<file path="src/icache_macros.svh">
// instruction cache sizing constants shared by the package and the RTL
`ifndef ICACHE_MACROS_SVH
`define ICACHE_MACROS_SVH

// byte address width seen by the fetch unit
`define ICACHE_ADDR_W 20

// line index width, one index per 8-byte line
`define ICACHE_INDEX_W 9

// number of lines in the direct-mapped array
`define ICACHE_LINES 512

// tag width is address minus index minus the 3 offset bits
`define ICACHE_TAG_W 8

// one refill beat, half a line
`define ICACHE_WORD_W 32

// credits that memory grants the cache at reset
`define ICACHE_MEM_CREDITS 1

`endif

</file>
<file path="src/icache_pkg.sv">
// instruction cache types for the fetch and memory channels and the controller
`include "icache_macros.svh"

package icache_pkg;

        // refill word and full line
        typedef logic [`ICACHE_WORD_W-1:0] word_t;
        typedef logic [2*`ICACHE_WORD_W-1:0] line_t;

        // byte address with the 3 offset bits dropped
        typedef logic [`ICACHE_ADDR_W-4:0] line_addr_t;

        // low bits of a line address pick the line, high bits are the tag
        typedef logic [`ICACHE_INDEX_W-1:0] index_t;
        typedef logic [`ICACHE_TAG_W-1:0] tag_t;

        // fetch request from the core
        typedef struct packed {
                line_addr_t addr;
        } fetch_req_t;

        // fetch response, line data plus the address it belongs to
        typedef struct packed {
                line_addr_t addr;
                line_t data;
        } fetch_rsp_t;

        // refill request to memory
        typedef struct packed {
                line_addr_t addr;
        } mem_req_t;

        // refill beat from memory, upper half comes first
        typedef struct packed {
                word_t data;
                logic last;
        } mem_beat_t;

        // controller states
        typedef enum logic [2:0] {
                st_idle,
                st_lookup,
                st_compare,
                st_request,
                st_fill_upper,
                st_fill_lower,
                st_respond,
                st_flush
        } ctrl_state_t;

endpackage

</file>
<file path="src/icache_tag_ram.sv">
// instruction cache tag and valid array with refill write and invalidate-all sweep
`timescale 1ns/100ps
`include "icache_macros.svh"

module icache_tag_ram (
        input  logic                clk,
        input  logic                rst,
        input  logic                lookup_en,
        input  icache_pkg::index_t  lookup_index,
        output icache_pkg::tag_t    lookup_tag,
        output logic                lookup_valid,
        input  logic                fill_en,
        input  icache_pkg::index_t  fill_index,
        input  icache_pkg::tag_t    fill_tag,
        input  logic                flush_start,
        output logic                flush_busy
);

        import icache_pkg::*;

        // one tag per line, no reset on the contents
        tag_t tag_mem [`ICACHE_LINES];

        // one valid bit per line
        logic [`ICACHE_LINES-1:0] valid_q;

        // sweep position
        index_t flush_cnt;

        always_ff @(posedge clk) begin
                if (fill_en) begin
                        tag_mem[fill_index] <= fill_tag;
                end
        end

        // lookup result shows up one cycle after the request
        always_ff @(posedge clk) begin
                if (lookup_en) begin
                        lookup_tag <= tag_mem[lookup_index];
                        lookup_valid <= valid_q[lookup_index];
                end
        end

        always_ff @(posedge clk) begin
                if (rst) begin
                        valid_q <= '0;
                        flush_busy <= 1'b0;
                        flush_cnt <= '0;
                end else if (flush_busy) begin
                        // clear one line per cycle, stop after the last index
                        valid_q[flush_cnt] <= 1'b0;
                        flush_cnt <= flush_cnt + 1'b1;
                        if (flush_cnt == index_t'(`ICACHE_LINES - 1)) begin
                                flush_busy <= 1'b0;
                        end
                end else if (flush_start) begin
                        flush_busy <= 1'b1;
                        flush_cnt <= '0;
                end else if (fill_en) begin
                        // a completed refill makes the line usable
                        valid_q[fill_index] <= 1'b1;
                end
        end

endmodule

</file>
<file path="config.mk">
export PLATFORM = sky130hd
export DESIGN_NAME = icache_tag_ram
export DESIGN_NICKNAME = d
export VERILOG_FILES = /design/src/icache_pkg.sv /design/src/icache_tag_ram.sv
export VERILOG_INCLUDE_DIRS = /design/src
export SDC_FILE = /design/constraint.sdc
export NUM_CORES = 2
export LEC_CHECK = 0
export BUFFER_PORTS_ARGS = -buffer_cell sky130_fd_sc_hd__buf_2
export CAP_MARGIN = 10
export CORE_MARGIN = 2
export CORE_UTILIZATION = 41
export CTS_CLUSTER_SIZE = 12
export DETAILED_ROUTE_END_ITERATION = 12
export PLACE_DENSITY = 0.6
export SKIP_CTS_REPAIR_TIMING = 1
export SLEW_MARGIN = 20
export SYNTH_ARGS = -nofsm -noshare
export SYNTH_HDL_FRONTEND = slang
export SYNTH_SLANG_ARGS = --single-unit
</file>
<file path="constraint.sdc">
create_clock -name clk -period 2.8 [get_ports clk]
set_input_delay 0.28 -clock clk [delete_from_list [all_inputs] [get_ports clk]]
set_output_delay 0.28 -clock clk [all_outputs]
set_load 0.05 [all_outputs]
</file>
==> results.cfg <==
[run_status]
outcome = complete, but fails checks
violations = negative setup slack

[logic_synthesis]
ys_ff_latch = 4627
async_reset_ff_share_pct = 0
synth_common_cells = edfxtp_1 (4105), mux4_2 (810), nor2_1 (762), mux2i_1 (669), a21oi_1 (667)
synth.most_common_cell = edfxtp_1
yosysTopAreaCell = edfxtp_1
syn_nets = 10900
ys_top_cells_by_area = edfxtp_1 (67%), mux4_2 (9.9%), dfxtp_1 (5.7%)
synth.top_cell.area_share_pct = 66.8
ys_seq_area_share_pct = 72.4
synth_area_um2 = 185000
yosysWarnings = 0
syn_avg_cell_area_um2 = 17.0
synthCells = 10800
synth_flop_cell = edfxtp_1
synth_edf_count = 4105
ys_types = 63

[sta]
finalWorstSetupSlack_ns = -0.0490
fin_crit_sh_pct = 102
min_period_ns = 2.85
setup_violations = 4
worst_slew_pin_slew_ns = 0.959
setup-tns-final_ns = -0.0752
hold_viol = 0
slew_headroom_pct = 35.7
maxSlewViolCount = 0
fin_skew_ns = 0.0983
max_freq_mhz = 351

[cts]
cts_tree = yes
cts_max_path_buffers = 4
clock_sinks = 4627
cts_buffers = 464
path_clk_slew_ns = 0.06
cts_root_buffer = clkbuf_16
cts_max_level = 5
insertion_delay_ns = 1.02

[critical_path]
worstPathMaxFanout = 2
r2r_start = tag_mem[83][2]
cp.buffers_inverters = 2
timing.critical_path.required_ns = 3.55
timing.rr.end = lookup_tag[2]
cpMaxStageDelayCell = a2111oi_0
cp_common_cell = buf_4
crit_path_cell_trace = mux4_2 > a2111oi_0 > buf_4 > nor4_1 > and3_1 > nor4bb_2 > buf_4 > a211oi_2
crit_path_start_kind = flip-flop
cp.arrival_ns = 3.60
worst_setup_path_end_kind = flip-flop
path_delay_family = compound AO/OA/AOI/OAI gates
critPathKind = reg -> reg
slowest_delay_ns = 0.64
r2r_cells = 8
r2r_slack_ns = -0.05

[global_routing]
grt_use_total_pct = 24.3
grt_pass1_wl_um = 804000
antenna_found_initial = 38
gr-total-overflow = 0
grt_max_degree = 129
grt_pass1_vias = 111000

[die]
rows = 246
dieArea_um2 = 456000
die_w_um = 675
die_h_um = 675
ios = 41
start_util_pct = 41.1
core_um2 = 449000

[power]
peakVddDrop_mv = 0.613
power.leakage_nw = 71.9
power_switching_mw = 31.4
power_frac_comb_pct = 6.0
internal_power_mw = 111
power_frac_clock_pct = 41.1
power.density_nw_per_um2 = 648
p_sw_share_pct = 22.1
seq_power_share_pct = 52.9

[detailed_routing]
drc = 0
vias_per_cell = 6.00
vias = 112000
routed_wl_um = 567000
wl_per_cell_um = 30.5
first_iter_violations = 14000
firstDrtPassIters = 6
postRouteAntennaNets = 0

[hold_path]
hold_depth = 4
hp-start = lookup_index[3]
hp-class = in -> reg
min_to = lookup_tag[3]

[cells_and_area]
register_area_um2 = 134000
multiInputGateArea_um2 = 47500
areaGrowthSynthToFinish_pct = 18.8
final_util_pct = 48.9
stdcell_count = 18600
nNetsFinal = 12400
drive_above_1_share_pct = 27.4
num-fill-cells = 37000

[placed_design]
post-place-ws_ns = -1.31
gp_congestion = 0.948
place_inst = 17800
dpl.hpwl_um = 374000
port_buffers = 40

[run]
cap_violations = 0
sequential cells by signal, summed over array words and instances (netlist names):
name	cells
lookup_valid	1
tag_mem	4096
flush_busy	1
valid_q	512
lookup_tag	8
flush_cnt	9
cells by family after synthesis:
logic type | count (synthesis) | share of synthesized area, %
AO/OA/AOI/OAI | 1933 | 6.57
adder cells (fa/ha/maj) | 5 | 0.0339
buffers and inverters | 794 | 2.22
flip-flops | 4627 | 72.4
XOR/XNOR | 5 | 0.0237
AND/OR/NAND/NOR | 1865 | 4.46
multiplexers | 1601 | 14.3
metal layers:
layer / up-vias / wire length [um] / track usage, % / share of wire (%)
met1: 57900 / 226000 / 33.1 / 40
met3: 1180 / 51900 / 4.82 / 9.1
met5: - / 27 / 0 / 0.0048
met4: 4 / 25000 / 9.37 / 4.4
li1: 46500 / - / - / -
met2: 6011 / 265000 / 38.7 / 47
cell usage in the layout, fill, tap and decap left out, drive strengths merged, types with 120 or more instances in the layout:
| master | n |
|---|---|
| o21ai | 427 |
| edfxtp | 4105 |
| nor2 | 762 |
| a21oi | 667 |
| buf | 1814 |
| nor3 | 217 |
| clkbuf | 609 |
| dfxtp | 522 |
| mux2i | 669 |
| a211oi | 210 |
| nand2 | 521 |
| mux2 | 122 |
| o22ai | 157 |
| o221ai | 245 |
| clkinv | 120 |
| mux4 | 810 |
metrics by stage:
step / cell area [um^2] / power, mW / hold WS [ns]
3_5_place_dp: 205000 / 84.9 / 0.466
2_1_floorplan: 185000 / 80.4 / 0.379
5_1_grt: 219000 / 146 / 0.0812
6_report: 219000 / 142 / 0.0976
3_3_place_gp: 205000 / 84.8 / 0.456
4_1_cts: 219000 / 143 / -0.416
cell type report:
class                           count  area share [%]
Antenna cell                       19          0.0217
Timing Repair Buffer             1831            7.58
Inverter                            9          0.0223
Clock inverter                    150           0.681
Multi-Input combinational cell   5409            21.6
Tap cell                         5952            3.40
Sequential cell                  4627            61.0
Clock buffer                      605            5.67
power by group through the flow:
stage | combinational (mW) | clock (mW) | sequential [mW]
after global routing | 8.77 | 61.8 | 75.1
final | 8.46 | 58.5 | 75.2
after detailed placement | 8.28 | 0 | 76.6
after floorplan | 3.75 | 0 | 76.7
after CTS | 8.30 | 59.2 | 75.2
after global placement | 8.17 | 0 | 76.6
worst max-delay path by stage:
| stage | start | end | slack, ns | cells after the start |
|---|---|---|---|---|
| final | tag_mem[83][2] | lookup_tag[2] | -0.05 | 8 |
| after global routing | tag_mem[83][0] | lookup_tag[0] | -0.06 | 8 |
| after CTS | valid_q[80] | lookup_valid | -0.34 | 7 |
| after detailed placement | lookup_index[0] | lookup_valid | -1.31 | 12 |
| after global placement | lookup_index[3] | lookup_valid | -1.57 | 11 |
| after floorplan | lookup_index[0] | lookup_tag[0] | 0.08 | 11 |
tightest hold or removal path, delay by kind of cell:
family | cells | cell delay, ns
AO/OA/AOI/OAI | 1 | 0.20
buffers and inverters | 3 | 0.51
Note: power is estimated with default switching activity, not from simulation.
