--- config.mk ---
export PLATFORM = sky130hd
export DESIGN_NAME = icache_ctrl
export DESIGN_NICKNAME = d
export VERILOG_FILES = /design/src/icache_pkg.sv /design/src/icache_ctrl.sv
export VERILOG_INCLUDE_DIRS = /design/src
export SDC_FILE = /design/constraint.sdc
export NUM_CORES = 1
export LEC_CHECK = 0
export ABC_AREA = 1
export BUFFER_PORTS_ARGS = -buffer_cell sky130_fd_sc_hd__buf_4
export CAP_MARGIN = 20
export CORE_AREA = 2 2 123 125
export CTS_CLUSTER_DIAMETER = 100
export DETAILED_ROUTE_END_ITERATION = 8
export DIE_AREA = 0 0 125 127
export PLACE_DENSITY = 0.52
export SLEW_MARGIN = 20
export SYNTH_ARGS = -nofsm -noshare
export SYNTH_HDL_FRONTEND = slang
export SYNTH_SLANG_ARGS = --single-unit
--- constraint.sdc ---
create_clock -name clk -period 3.2 [get_ports clk]
set_input_delay 0.8 -clock clk [delete_from_list [all_inputs] [get_ports clk]]
set_output_delay 0.8 -clock clk [all_outputs]
set_load 0.01 [all_outputs]
--- src/icache_macros.svh ---
// instruction cache sizing constants shared by the package and the RTL
`ifndef ICACHE_MACROS_SVH
`define ICACHE_MACROS_SVH

// byte address width seen by the fetch unit
`define ICACHE_ADDR_W 20

// line index width, one index per 8-byte line
`define ICACHE_INDEX_W 9

// number of lines in the direct-mapped array
`define ICACHE_LINES 512

// tag width is address minus index minus the 3 offset bits
`define ICACHE_TAG_W 8

// one refill beat, half a line
`define ICACHE_WORD_W 32

// credits that memory grants the cache at reset
`define ICACHE_MEM_CREDITS 1

`endif

--- src/icache_pkg.sv ---
// instruction cache types for the fetch and memory channels and the controller
`include "icache_macros.svh"

package icache_pkg;

        // refill word and full line
        typedef logic [`ICACHE_WORD_W-1:0] word_t;
        typedef logic [2*`ICACHE_WORD_W-1:0] line_t;

        // byte address with the 3 offset bits dropped
        typedef logic [`ICACHE_ADDR_W-4:0] line_addr_t;

        // low bits of a line address pick the line, high bits are the tag
        typedef logic [`ICACHE_INDEX_W-1:0] index_t;
        typedef logic [`ICACHE_TAG_W-1:0] tag_t;

        // fetch request from the core
        typedef struct packed {
                line_addr_t addr;
        } fetch_req_t;

        // fetch response, line data plus the address it belongs to
        typedef struct packed {
                line_addr_t addr;
                line_t data;
        } fetch_rsp_t;

        // refill request to memory
        typedef struct packed {
                line_addr_t addr;
        } mem_req_t;

        // refill beat from memory, upper half comes first
        typedef struct packed {
                word_t data;
                logic last;
        } mem_beat_t;

        // controller states
        typedef enum logic [2:0] {
                st_idle,
                st_lookup,
                st_compare,
                st_request,
                st_fill_upper,
                st_fill_lower,
                st_respond,
                st_flush
        } ctrl_state_t;

endpackage

--- src/icache_ctrl.sv ---
// instruction cache controller, fetch lookup, two-beat refill, credits and flush
`timescale 1ns/100ps
`include "icache_macros.svh"

module icache_ctrl (
        input  logic                    clk,
        input  logic                    rst,
        input  logic                    fetch_req_valid,
        input  icache_pkg::fetch_req_t  fetch_req,
        output logic                    fetch_rsp_valid,
        output icache_pkg::fetch_rsp_t  fetch_rsp,
        output logic                    fetch_credit,
        input  logic                    flush,
        output logic                    mem_req_valid,
        output icache_pkg::mem_req_t    mem_req,
        input  logic                    mem_credit,
        input  logic                    mem_beat_valid,
        input  icache_pkg::mem_beat_t   mem_beat,
        output logic                    rd_en,
        output icache_pkg::index_t      rd_index,
        input  icache_pkg::line_t       rd_line,
        output logic                    wr_upper,
        output logic                    wr_lower,
        output icache_pkg::index_t      wr_index,
        output icache_pkg::word_t       wr_word,
        output logic                    lookup_en,
        output icache_pkg::index_t      lookup_index,
        input  icache_pkg::tag_t        lookup_tag,
        input  logic                    lookup_valid,
        output logic                    fill_en,
        output icache_pkg::index_t      fill_index,
        output icache_pkg::tag_t        fill_tag,
        output logic                    flush_start,
        input  logic                    flush_busy
);

        import icache_pkg::*;

        ctrl_state_t state_q;
        ctrl_state_t state_d;
        line_addr_t addr_q;
        logic pend_q;
        logic flush_pend_q;
        logic boot_done_q;
        logic boot_credit_q;
        logic [3:0] mem_credits_q;
        logic take_new;
        logic take_pend;
        logic hit;
        index_t addr_index;
        tag_t addr_tag;

        assign addr_index = addr_q[`ICACHE_INDEX_W-1:0];
        assign addr_tag = addr_q[`ICACHE_INDEX_W +: `ICACHE_TAG_W];
        assign hit = lookup_valid && (lookup_tag == addr_tag);

        always_comb begin
                state_d = state_q;
                take_new = 1'b0;
                take_pend = 1'b0;
                flush_start = 1'b0;
                lookup_en = 1'b0;
                case (state_q)
                        // respond also takes a new fetch, the credit went out this cycle
                        st_idle, st_respond: begin
                                state_d = st_idle;
                                if (fetch_req_valid) begin
                                        take_new = 1'b1;
                                        lookup_en = 1'b1;
                                        state_d = st_compare;
                                end else if (pend_q) begin
                                        // fetch held over from the sweep
                                        take_pend = 1'b1;
                                        lookup_en = 1'b1;
                                        state_d = st_compare;
                                end else if ((flush || flush_pend_q) && state_q == st_idle) begin
                                        flush_start = 1'b1;
                                        state_d = st_flush;
                                end
                        end
                        // replay read after a refill, the line is known to be present
                        st_lookup: begin
                                lookup_en = 1'b1;
                                state_d = st_respond;
                        end
                        st_compare: state_d = hit ? st_respond : st_request;
                        st_request: begin
                                if (mem_req_valid) begin
                                        state_d = st_fill_upper;
                                end
                        end
                        st_fill_upper: begin
                                if (mem_beat_valid) begin
                                        state_d = st_fill_lower;
                                end
                        end
                        st_fill_lower: begin
                                if (mem_beat_valid && mem_beat.last) begin
                                        state_d = st_lookup;
                                end
                        end
                        st_flush: begin
                                if (!flush_busy) begin
                                        state_d = st_idle;
                                end
                        end
                        default: state_d = st_idle;
                endcase
        end

        // lookup goes to both arrays with the same index
        assign rd_en = lookup_en;
        assign lookup_index = take_new ? fetch_req.addr[`ICACHE_INDEX_W-1:0] : addr_index;
        assign rd_index = lookup_index;

        // response straight from the registered line and address
        assign fetch_rsp_valid = (state_q == st_respond);
        assign fetch_rsp.addr = addr_q;
        assign fetch_rsp.data = rd_line;
        assign fetch_credit = boot_credit_q || (state_q == st_respond);

        // request only while a memory credit is held
        assign mem_req_valid = (state_q == st_request) && (mem_credits_q != 4'd0);
        assign mem_req.addr = addr_q;

        // first beat is the upper half, last beat the lower half and the tag
        assign wr_upper = (state_q == st_fill_upper) && mem_beat_valid;
        assign wr_lower = (state_q == st_fill_lower) && mem_beat_valid;
        assign wr_index = addr_index;
        assign wr_word = mem_beat.data;
        assign fill_en = wr_lower && mem_beat.last;
        assign fill_index = addr_index;
        assign fill_tag = addr_tag;

        always_ff @(posedge clk) begin
                if (rst) begin
                        state_q <= st_idle;
                        pend_q <= 1'b0;
                        flush_pend_q <= 1'b0;
                        boot_done_q <= 1'b0;
                        boot_credit_q <= 1'b0;
                        mem_credits_q <= 4'(`ICACHE_MEM_CREDITS);
                end else begin
                        state_q <= state_d;
                        // single credit pulse in the first cycle out of reset
                        boot_done_q <= 1'b1;
                        boot_credit_q <= ~boot_done_q;
                        if (fetch_req_valid && !take_new) begin
                                pend_q <= 1'b1;
                        end else if (take_pend) begin
                                pend_q <= 1'b0;
                        end
                        if (flush_start) begin
                                flush_pend_q <= 1'b0;
                        end else if (flush) begin
                                flush_pend_q <= 1'b1;
                        end
                        case ({mem_credit, mem_req_valid})
                                2'b10: mem_credits_q <= mem_credits_q + 4'd1;
                                2'b01: mem_credits_q <= mem_credits_q - 4'd1;
                                default: mem_credits_q <= mem_credits_q;
                        endcase
                end
        end

        // fetch address, only one fetch is ever in flight
        always_ff @(posedge clk) begin
                if (fetch_req_valid) begin
                        addr_q <= fetch_req.addr;
                end
        end

endmodule

==> impl_metrics.json, run 1 <==
{
  "hold_buffers": 0,
  "first_pass_iters": 4,
  "relSlewSlack_pct": 77.5,
  "crit_path_frequent_cell": "buf_4",
  "crit_path_start_kind": "primary input",
  "dp_hpwl_um": 4890,
  "cp_slowest_stage_delay_ns": 0.35,
  "n_fill_cell": 1617,
  "peakVddDrop_mv": 0.274,
  "routabilityCongestion": 0.786,
  "crit_chain": "buf_4 -> nand2_4 -> mux2_4 -> buf_4",
  "avgSynthCellArea_um2": 8.08,
  "grt_pass1_vias": 1623,
  "hp-class": "flop to flop",
  "ant_nets": 0,
  "cts_max_path_buffers": 2,
  "final_common_cell": "buf_4",
  "finClkSkew_ns": 0.00240,
  "grt_pass1_wl_um": 8900,
  "drv_cap": 0,
  "synthCells": 324,
  "arrival_ns": 1.82,
  "synth-seq-area-share_pct": 27.9,
  "critPathLaunch": "fetch_req_valid",
  "insertion_delay_ns": 0.27,
  "port_buffers": 120,
  "cts.sinks": 28,
  "pin_count": 313,
  "endpoint_kind": "output pin",
  "htree_levels": 1,
  "post-cts-setup-buffer-count": 0,
  "path_clk_slew_ns": 0.08,
  "yosys_register_bits": 28,
  "yosys_warnings": 0,
  "crit_slowest_cell": "mux2_4",
  "min_period_over_period_pct": 82.0,
  "path_buf_inv": 2,
  "via_per_inst": 3.52,
  "path_class": "primary input to output pin",
  "antenna_found_initial": 0,
  "fin_crit_ns": 2.62,
  "tightest_slew_ns": 0.337,
  "path_max_fanout": 20,
  "wire_per_inst_um": 12.6,
  "cp.required_ns": 2.40,
  "power.density_nw_per_um2": 582,
  "synth_area_um2": 2620,
  "drtIter0Drc": 37,
  "drt-total-wl_um": 6080,
  "placementRows": 44,
  "chipHeight_um": 127,
  "start_util_pct": 18.1,
  "synth_cell_type_count": 21,
  "layout-drive-gt1-share_pct": 46.8,
  "antenna_cells": 0,
  "finalHoldViolCount": 0,
  "coreArea_um2": 14400,
  "setup_viol": 0,
  "layout_common_cells": "120 x buf_4, 36 x nand2_1, 33 x inv_1, 23 x nor2_1, 17 x edfxtp_1",
  "grt_max_degree": 21,
  "status": "finished, final reports clean",
  "rsz0062_at_grt": "no",
  "finish.net_count": 433,
  "fin_area_um2": 2730,
  "fmax_mhz": 381,
  "numCtsBuffers": 3,
  "die_x_um": 125,
  "post-route-util_pct": 18.9,
  "die-area_um2": 15900,
  "syn-num-nets": 457,
  "r2r-start": "state_q[1]",
  "cts_resized": 0,
  "cellLeakagePower_nw": 1.40,
  "vias": 1701,
  "power_mw": 1.59,
  "root_buffer": "clkbuf_16",
  "critPathTopFamily": "buffers and inverters",
  "hp-start": "boot_done_q",
  "placed_cell_area_um2": 2630,
  "final.setup.worst_slack_ns": 0.577,
  "drc": 0,
  "post-place-ws_ns": 0.537,
  "final-max-slew-violation-count": 0,
  "grt_usage_pct": 7.08,
  "grt_overflow": 0,
  "area_growth_pct": 4.30,
  "cts_tree": "yes",
  "fin_tns_setup_ns": 0
}
state kept, by name, indices dropped and copies added, names as in the netlist:
name and cells:
boot_done_q 1, state_q 3, pend_q 1, mem_credits_q 4
boot_credit_q 1, mem_req 17, flush_pend_q 1
worst register-to-register path: stages (launching register included):
cell and delay, ns:
dfxtp_1 0.46, nand2_1 0.11, inv_1 0.10, nand3_1 0.08, inv_1 0.11, ha_1 0.24, xor2_1 0.26, ha_1 0.19
a21oi_1 0.05, xnor2_1 0.15, o21ai_0 0.16, inv_1 0.05
cells by family (layout without fill, tap and decap cells):
| logic type | count (synthesis) | in the layout | share of synthesized area, % |
|---|---|---|---|
| AOI/OAI and AO/OA | 17 | 17 | 3.68 |
| and+or+nand+nor | 81 | 81 | 13.2 |
| xor gates and xnor gates | 3 | 3 | 1.00 |
| DFF | 28 | 28 | 27.9 |
| adders and majority gates | 3 | 3 | 1.43 |
| buffers and inverters | 183 | 158 | 47.6 |
| muxes | 9 | 9 | 5.16 |
metal layers:
| metal | part of all wire [%] | track usage (%) | routed length (µm) | up-vias |
|---|---|---|---|---|
| li1 | - | - | - | 807 |
| met4 | 2.8 | 3.14 | 170 | 0 |
| met1 | 39 | 8.04 | 2390 | 759 |
| met5 | 0 | 0 | 0 | - |
| met2 | 47 | 11.5 | 2860 | 116 |
| met3 | 11 | 3.22 | 656 | 19 |
metrics by stage:
step,cells,hold slack (ns)
floorplan,324,0.365
global placement,479,0.383
detailed placement,479,0.381
CTS,483,0.395
global route,483,0.412
finish,483,0.396
synth_stat cells:
| master | count | area, µm² |
|---|---|---|
| dfxtp_1 | 11 | 220 |
| buf_4 | 149 | 1120 |
| nand2_1 | 36 | 135 |
| nor2_1 | 23 | 86.3 |
| edfxtp_1 | 17 | 510 |
| o21ai_0 | 8 | 40.0 |
| or2_2 | 2 | 12.5 |
| inv_1 | 33 | 124 |
| xor2_1 | 2 | 17.5 |
| nand4_1 | 1 | 6.26 |
| mux2_4 | 9 | 135 |
| a21oi_1 | 8 | 40.0 |
| nand2_4 | 1 | 11.3 |
| ha_1 | 3 | 37.5 |
| xnor2_1 | 1 | 8.76 |
| inv_2 | 1 | 3.75 |
| nand2_2 | 2 | 12.5 |
| nor4_1 | 1 | 6.26 |
| nor3_1 | 4 | 20.0 |
| o21ai_4 | 1 | 16.3 |
| nand3_1 | 11 | 55.1 |
cell type report:
type | count | area [µm²] | area share, %
repair buffers | 120 | 901 | 33.0
flip-flops and latches | 28 | 731 | 26.8
multi-input cells | 113 | 641 | 23.5
well taps | 184 | 230 | 8.43
inverters | 34 | 128 | 4.67
clock buffers | 4 | 100 | 3.67
path summary, 6_finish.rpt:
check                          end  slack (ns)  cells after the start
hold reg to reg      boot_credit_q        0.40                      1
hold / removal       boot_credit_q        0.40                      1
setup reg to reg  mem_credits_q[2]        1.16                     11
setup / recovery   lookup_index[0]        0.58                      4
power by group:
part | leakage [nW] | switching, mW | internal (mW)
logic | 1.10 | 0.372 | 0.357
clock network | 0.0493 | 0.146 | 0.219
registers | 0.258 | 0.0596 | 0.436
total | 1.40 | 0.577 | 1.01
Note: power is estimated with default switching activity, not from simulation.
==> run 2, diff against run 1 <==
--- a/config.mk
+++ b/config.mk
@@ -6,14 +6,14 @@
 export SDC_FILE = /design/constraint.sdc
 export NUM_CORES = 1
 export LEC_CHECK = 0
-export ABC_AREA = 1
+export ABC_AREA = 0
 export BUFFER_PORTS_ARGS = -buffer_cell sky130_fd_sc_hd__buf_4
 export CAP_MARGIN = 20
-export CORE_AREA = 2 2 123 125
+export CORE_AREA = 2 2 121 123
 export CTS_CLUSTER_DIAMETER = 100
 export DETAILED_ROUTE_END_ITERATION = 8
-export DIE_AREA = 0 0 125 127
-export PLACE_DENSITY = 0.52
+export DIE_AREA = 0 0 123 125
+export PLACE_DENSITY = 0.53
 export SLEW_MARGIN = 20
 export SYNTH_ARGS = -nofsm -noshare
 export SYNTH_HDL_FRONTEND = slang
==> constraint.sdc (replaced) <==
create_clock -name clk -period 2.6 [get_ports clk]
set_input_delay 0.65 -clock clk [delete_from_list [all_inputs] [get_ports clk]]
set_output_delay 0.65 -clock clk [all_outputs]
set_load 0.01 [all_outputs]
==> run 2 against run 1 <==
Area after synthesis is 3.0% lower. Critical path depth increased by 1. Highest routed layer unchanged. Cell area is 1.6% lower. Die area shrank 3.1%. Sequential share of layout area increased by 0.47 points. Count of clock-buffer cells in the layout is the same. Via count is 7.8% lower. Worst hold slack worse by 0.0046 ns.
==> impl_metrics.json, run 2 <==
{
  "hp-class": "flop to flop",
  "grt_usage_pct": 9.91,
  "fin_crit_ns": 2.47,
  "post-cts-setup-buffer-count": 0,
  "status": "finished, final reports clean",
  "fin_tns_setup_ns": 0,
  "synth_ff_type": "edfxtp_1",
  "synth_top_area_cell": "buf_4",
  "synth_cell_type_count": 42,
  "layout-drive-gt1-share_pct": 55.6,
  "grt_pass1_wl_um": 10600,
  "final-max-slew-violation-count": 0,
  "synth_async_sr_flop_share_pct": 0,
  "numCtsBuffers": 3,
  "yosys_register_bits": 28,
  "reg2regPathDepth": 9,
  "synth_area_um2": 2540,
  "drv_cap": 0,
  "tightest_slew_ns": 0.430,
  "coreArea_um2": 14200,
  "area_growth_pct": 5.81,
  "start_util_pct": 17.9,
  "path_class": "flop to output pin",
  "root_buffer": "clkbuf_16",
  "avgSynthCellArea_um2": 9.37,
  "layout_common_cells": "125 x buf_4, 17 x edfxtp_1, 11 x mux2_1, 10 x xor2_1, 10 x dfxtp_1",
  "via_per_inst": 3.63,
  "cellLeakagePower_nw": 1.20,
  "grt_overflow": 0,
  "yosysMostFrequentCell": "buf_4",
  "antenna_found_initial": 0,
  "synth.area.top_cells": "buf_4 44%, edfxtp_1 20%, dfxtp_1 8.7%, mux2_1 4.9%, xor2_1 3.4%",
  "fmax_mhz": 405,
  "insertion_delay_ns": 0.28,
  "setup_viol": 0,
  "dp_hpwl_um": 7200,
  "whs_path_depth": 1,
  "yosys_warnings": 0,
  "r2r-start": "mem_credits_q[1]",
  "drc": 0,
  "cts.sinks": 28,
  "drtIter0Drc": 23,
  "pin_count": 313,
  "rsz0062_at_grt": "no",
  "synth-seq-area-share_pct": 28.8,
  "final_common_cell": "buf_4",
  "routabilityCongestion": 0.759,
  "die_x_um": 123,
  "vias": 1569,
  "min_to": "boot_credit_q",
  "post-route-util_pct": 18.9,
  "wire_per_inst_um": 19.8,
  "port_buffers": 120,
  "syn-num-nets": 404,
  "relSlewSlack_pct": 71.1,
  "placementRows": 44,
  "cp.required_ns": 1.95,
  "r2r_end": "mem_credits_q[2]",
  "synthCells": 271,
  "crit_path_start_kind": "flop",
  "drt-total-wl_um": 8560,
  "synth_common_cells": "150 x buf_4, 17 x edfxtp_1, 11 x dfxtp_1, 11 x mux2_1, 10 x xor2_1",
  "arrival_ns": 1.82,
  "die-area_um2": 15400,
  "cts_tree": "yes",
  "finClkSkew_ns": 0.00733,
  "cts_max_path_buffers": 2,
  "peakVddDrop_mv": 0.222,
  "htree_levels": 1,
  "finalHoldViolCount": 0,
  "grt_max_degree": 17,
  "min_period_over_period_pct": 94.9,
  "rrSetupSlack_ns": 0.31,
  "path_max_fanout": 6,
  "grt_pass1_vias": 1459,
  "antenna_cells": 0,
  "finish.net_count": 382,
  "path_clk_slew_ns": 0.08,
  "power.density_nw_per_um2": 758,
  "ant_nets": 0,
  "synth_top_area_share_pct": 44.3,
  "first_pass_iters": 4,
  "chipHeight_um": 125,
  "synth_edf_count": 17,
  "endpoint_kind": "output pin",
  "hp-start": "boot_done_q",
  "largest_reg_flops": 17
}
## run 2: stage by stage
step / hold WS (ns) / setup slack (ns) / std cells / cell area [µm²] / power (mW)
global placement: 0.385 / 0.278 / 427 / 2560 / 1.55
detailed placement: 0.384 / 0.172 / 427 / 2560 / 1.56
CTS: 0.397 / 0.0348 / 431 / 2670 / 2.05
finish: 0.392 / 0.132 / 432 / 2690 / 2.04
global route: 0.410 / 0.00695 / 432 / 2690 / 2.19
floorplan: 0.368 / 0.384 / 271 / 2540 / 1.40
## run 2: layout make-up
| cell class | instances | area [µm²] |
|---|---|---|
| repair buffers | 125 | 938 |
| clock buffers | 4 | 100 |
| well taps | 184 | 230 |
| inverters | 4 | 15.0 |
| fillers | 1584 | 11500 |
| multi-input cells | 87 | 672 |
| flip-flops and latches | 28 | 732 |
## run 2: repair_timing
item / in CTS / in global routing
hold buffers: 0 / 0
endpoints found under the setup margin: 4 / 2
gates resized for setup: 1 / 3
pin swaps: 0 / 2
cloned: 0 / 1
## run 2: layer usage
metal,vias to the layer above,global-route usage [%],routed length [µm]
met5,-,0,0
met3,14,9.49,1750
met1,723,9.25,2710
li1,696,-,-
met4,0,1.87,125
met2,136,15.9,3970
## run 2: power breakdown
group | internal [mW] | leakage [nW] | switching, mW
Sequential | 0.545 | 0.258 | 0.106
Combinational | 0.481 | 0.896 | 0.457
Clock | 0.269 | 0.0493 | 0.179
Total | 1.30 | 1.20 | 0.742
## run 2: logic make-up (layout without fill, tap and decap cells)
logic type / after synthesis / count (layout) / share of synthesized area [%]
compound gates: 17 / 17 / 4.19
fa+ha+maj: 3 / 3 / 1.48
xor+xnor: 11 / 11 / 3.79
flops: 28 / 28 / 28.8
buf+inv: 157 / 133 / 45.7
mux: 12 / 12 / 5.27
simple gates: 43 / 44 / 10.8
## run 2: worst max path at each step
stage	to	from	slack [ns]	cells after the start
3_3_place_gp	mem_credits_q[2]	mem_credits_q[1]	0.28	9
2_1_floorplan	mem_credits_q[2]	mem_credits_q[1]	0.38	9
5_1_grt	rd_index[3]	state_q[1]	0.007	5
3_5_place_dp	mem_credits_q[2]	mem_credits_q[1]	0.17	9
4_1_cts	lookup_index[3]	state_q[1]	0.03	5
6_report	lookup_index[3]	state_q[2]	0.13	5
## run 2: worst max-delay path, cell delays in order (launching register included)
cell     delay, ns
dfxtp_1       0.35
and2b_4       0.22
nor3_4        0.26
nand2_4       0.15
mux2_1        0.40
buf_4         0.17
==> run 3, diff against run 2 <==
--- a/config.mk
+++ b/config.mk
@@ -13,7 +13,7 @@
 export CTS_CLUSTER_DIAMETER = 100
 export DETAILED_ROUTE_END_ITERATION = 8
 export DIE_AREA = 0 0 123 125
-export PLACE_DENSITY = 0.53
+export PLACE_DENSITY = 0.5
 export SLEW_MARGIN = 20
 export SYNTH_ARGS = -nofsm -noshare
 export SYNTH_HDL_FRONTEND = slang
==> run 3 against run 2 <==
Count of clock-buffer cells in the layout stayed put. Non-clock buffer count unchanged. Critical endpoint is now lookup_index[7]. Fmax shrank 1.9%. Utilization did not move. Power grew 1.4%. Via count grew 2.3%. Global-route usage rose by 0.089 points. Sequential share of layout area is the same. Largest power group unchanged. Final cell count unchanged. Die area did not move.
==> impl_metrics.json, run 3 (synthesized netlist as in run 2, its figures left out) <==
{
  "status": "finished, final reports clean",
  "power_mw": 2.07,
  "power.density_nw_per_um2": 769,
  "path_class": "flop to output pin",
  "drt-total-wl_um": 8560,
  "start_util_pct": 17.9,
  "grt_pass1_wl_um": 10800,
  "placed_cell_area_um2": 2560,
  "fin_crit_ns": 2.52,
  "htree_levels": 1,
  "finClkSkew_ns": 0.00704,
  "tightest_slew_ns": 0.532,
  "cts_tree": "yes",
  "antenna_cells": 0,
  "port_buffers": 120,
  "area_growth_pct": 5.81,
  "drc": 0,
  "final-max-slew-violation-count": 0,
  "grt_max_degree": 17,
  "numCtsBuffers": 3,
  "cts_max_path_buffers": 2,
  "path_max_fanout": 6,
  "die_x_um": 123,
  "largest_reg_flops": 17,
  "layout-drive-gt1-share_pct": 55.6,
  "drv_cap": 0,
  "die-area_um2": 15400,
  "cellLeakagePower_nw": 1.20,
  "pin_count": 313,
  "crit_path_start_kind": "flop",
  "cp.required_ns": 1.95,
  "grt_usage_pct": 10.0,
  "dp_cells": 427,
  "setup_viol": 0,
  "arrival_ns": 1.87,
  "path_clk_slew_ns": 0.09,
  "dp_hpwl_um": 7070,
  "finalHoldViolCount": 0,
  "via_per_inst": 3.72,
  "insertion_delay_ns": 0.28,
  "holdWs_ns": 0.395,
  "first_pass_iters": 4,
  "placementRows": 44,
  "antenna_found_initial": 0,
  "final_common_cell": "buf_4",
  "fmax_mhz": 397,
  "vias": 1605,
  "hp-class": "flop to flop",
  "grt_overflow": 0,
  "endpoint_kind": "output pin",
  "grt_pass1_vias": 1565,
  "post-route-util_pct": 18.9,
  "layout_common_cells": "125 x buf_4, 17 x edfxtp_1, 11 x mux2_1, 10 x xor2_1, 10 x dfxtp_1",
  "wire_per_inst_um": 19.8,
  "chipHeight_um": 125,
  "root_buffer": "clkbuf_16",
  "cts.sinks": 28,
  "coreArea_um2": 14200,
  "peakVddDrop_mv": 0.202,
  "final_cells": 432,
  "finish.net_count": 382,
  "relSlewSlack_pct": 64.3,
  "fin_area_um2": 2690,
  "routabilityCongestion": 0.726,
  "drtIter0Drc": 25,
  "min_period_over_period_pct": 96.8,
  "ant_nets": 0
}
[run 3: worst paths after layout]
check,start,endpoint,slack (ns),cells past startpoint
setup / recovery,state_q[2],lookup_index[7],0.08,5
hold / removal,boot_done_q,boot_credit_q,0.40,1
setup reg to reg,mem_credits_q[1],mem_credits_q[2],0.28,9
hold reg to reg,boot_done_q,boot_credit_q,0.40,1
[run 3: repair_timing]
item | CTS | global route
endpoints found under the setup margin | 18 | 18
buffers inserted | 0 | 0
cloned | 0 | 1
pin swaps | 0 | 2
gates resized for setup | 1 | 3
hold buffers | 0 | 0
[run 3: layer usage]
metal / GRT usage [%] / share of wire [%] / routed length (µm) / vias to the layer above
li1: - / - / - / 697
met1: 9.87 / 32 / 2770 / 733
met2: 16.1 / 48 / 4120 / 148
met3: 6.57 / 15 / 1320 / 23
met4: 3.28 / 2.2 / 190 / 4
met5: 7.89 / 1.8 / 157 / -
[run 3: cell type report]
class	instances	area, µm²
Timing Repair Buffer	125	938
Clock buffer	4	100
Inverter	4	15.0
Fill cell	1589	11500
Tap cell	184	230
Multi-Input combinational cell	87	672
Sequential cell	28	732
[run 3: critical path, cell delays in order (launching register included)]
cell and delay, ns:
dfxtp_2 0.37, and2b_4 0.22, nor3_4 0.25, nand2_2 0.20
mux2_1 0.38, buf_4 0.16
[run 3: power breakdown]
part | internal [mW] | switching (mW) | total [mW]
registers | 0.545 | 0.106 | 0.651
logic | 0.481 | 0.470 | 0.950
clock network | 0.270 | 0.195 | 0.465
total | 1.30 | 0.771 | 2.07
[run 3: through the flow]
step / setup slack [ns] / setup TNS, ns
finish: 0.0842 / 0
global route: -0.00662 / -0.0154
CTS: 0.0252 / 0
detailed placement: 0.106 / 0
global placement: 0.157 / 0
floorplan: 0.384 / 0
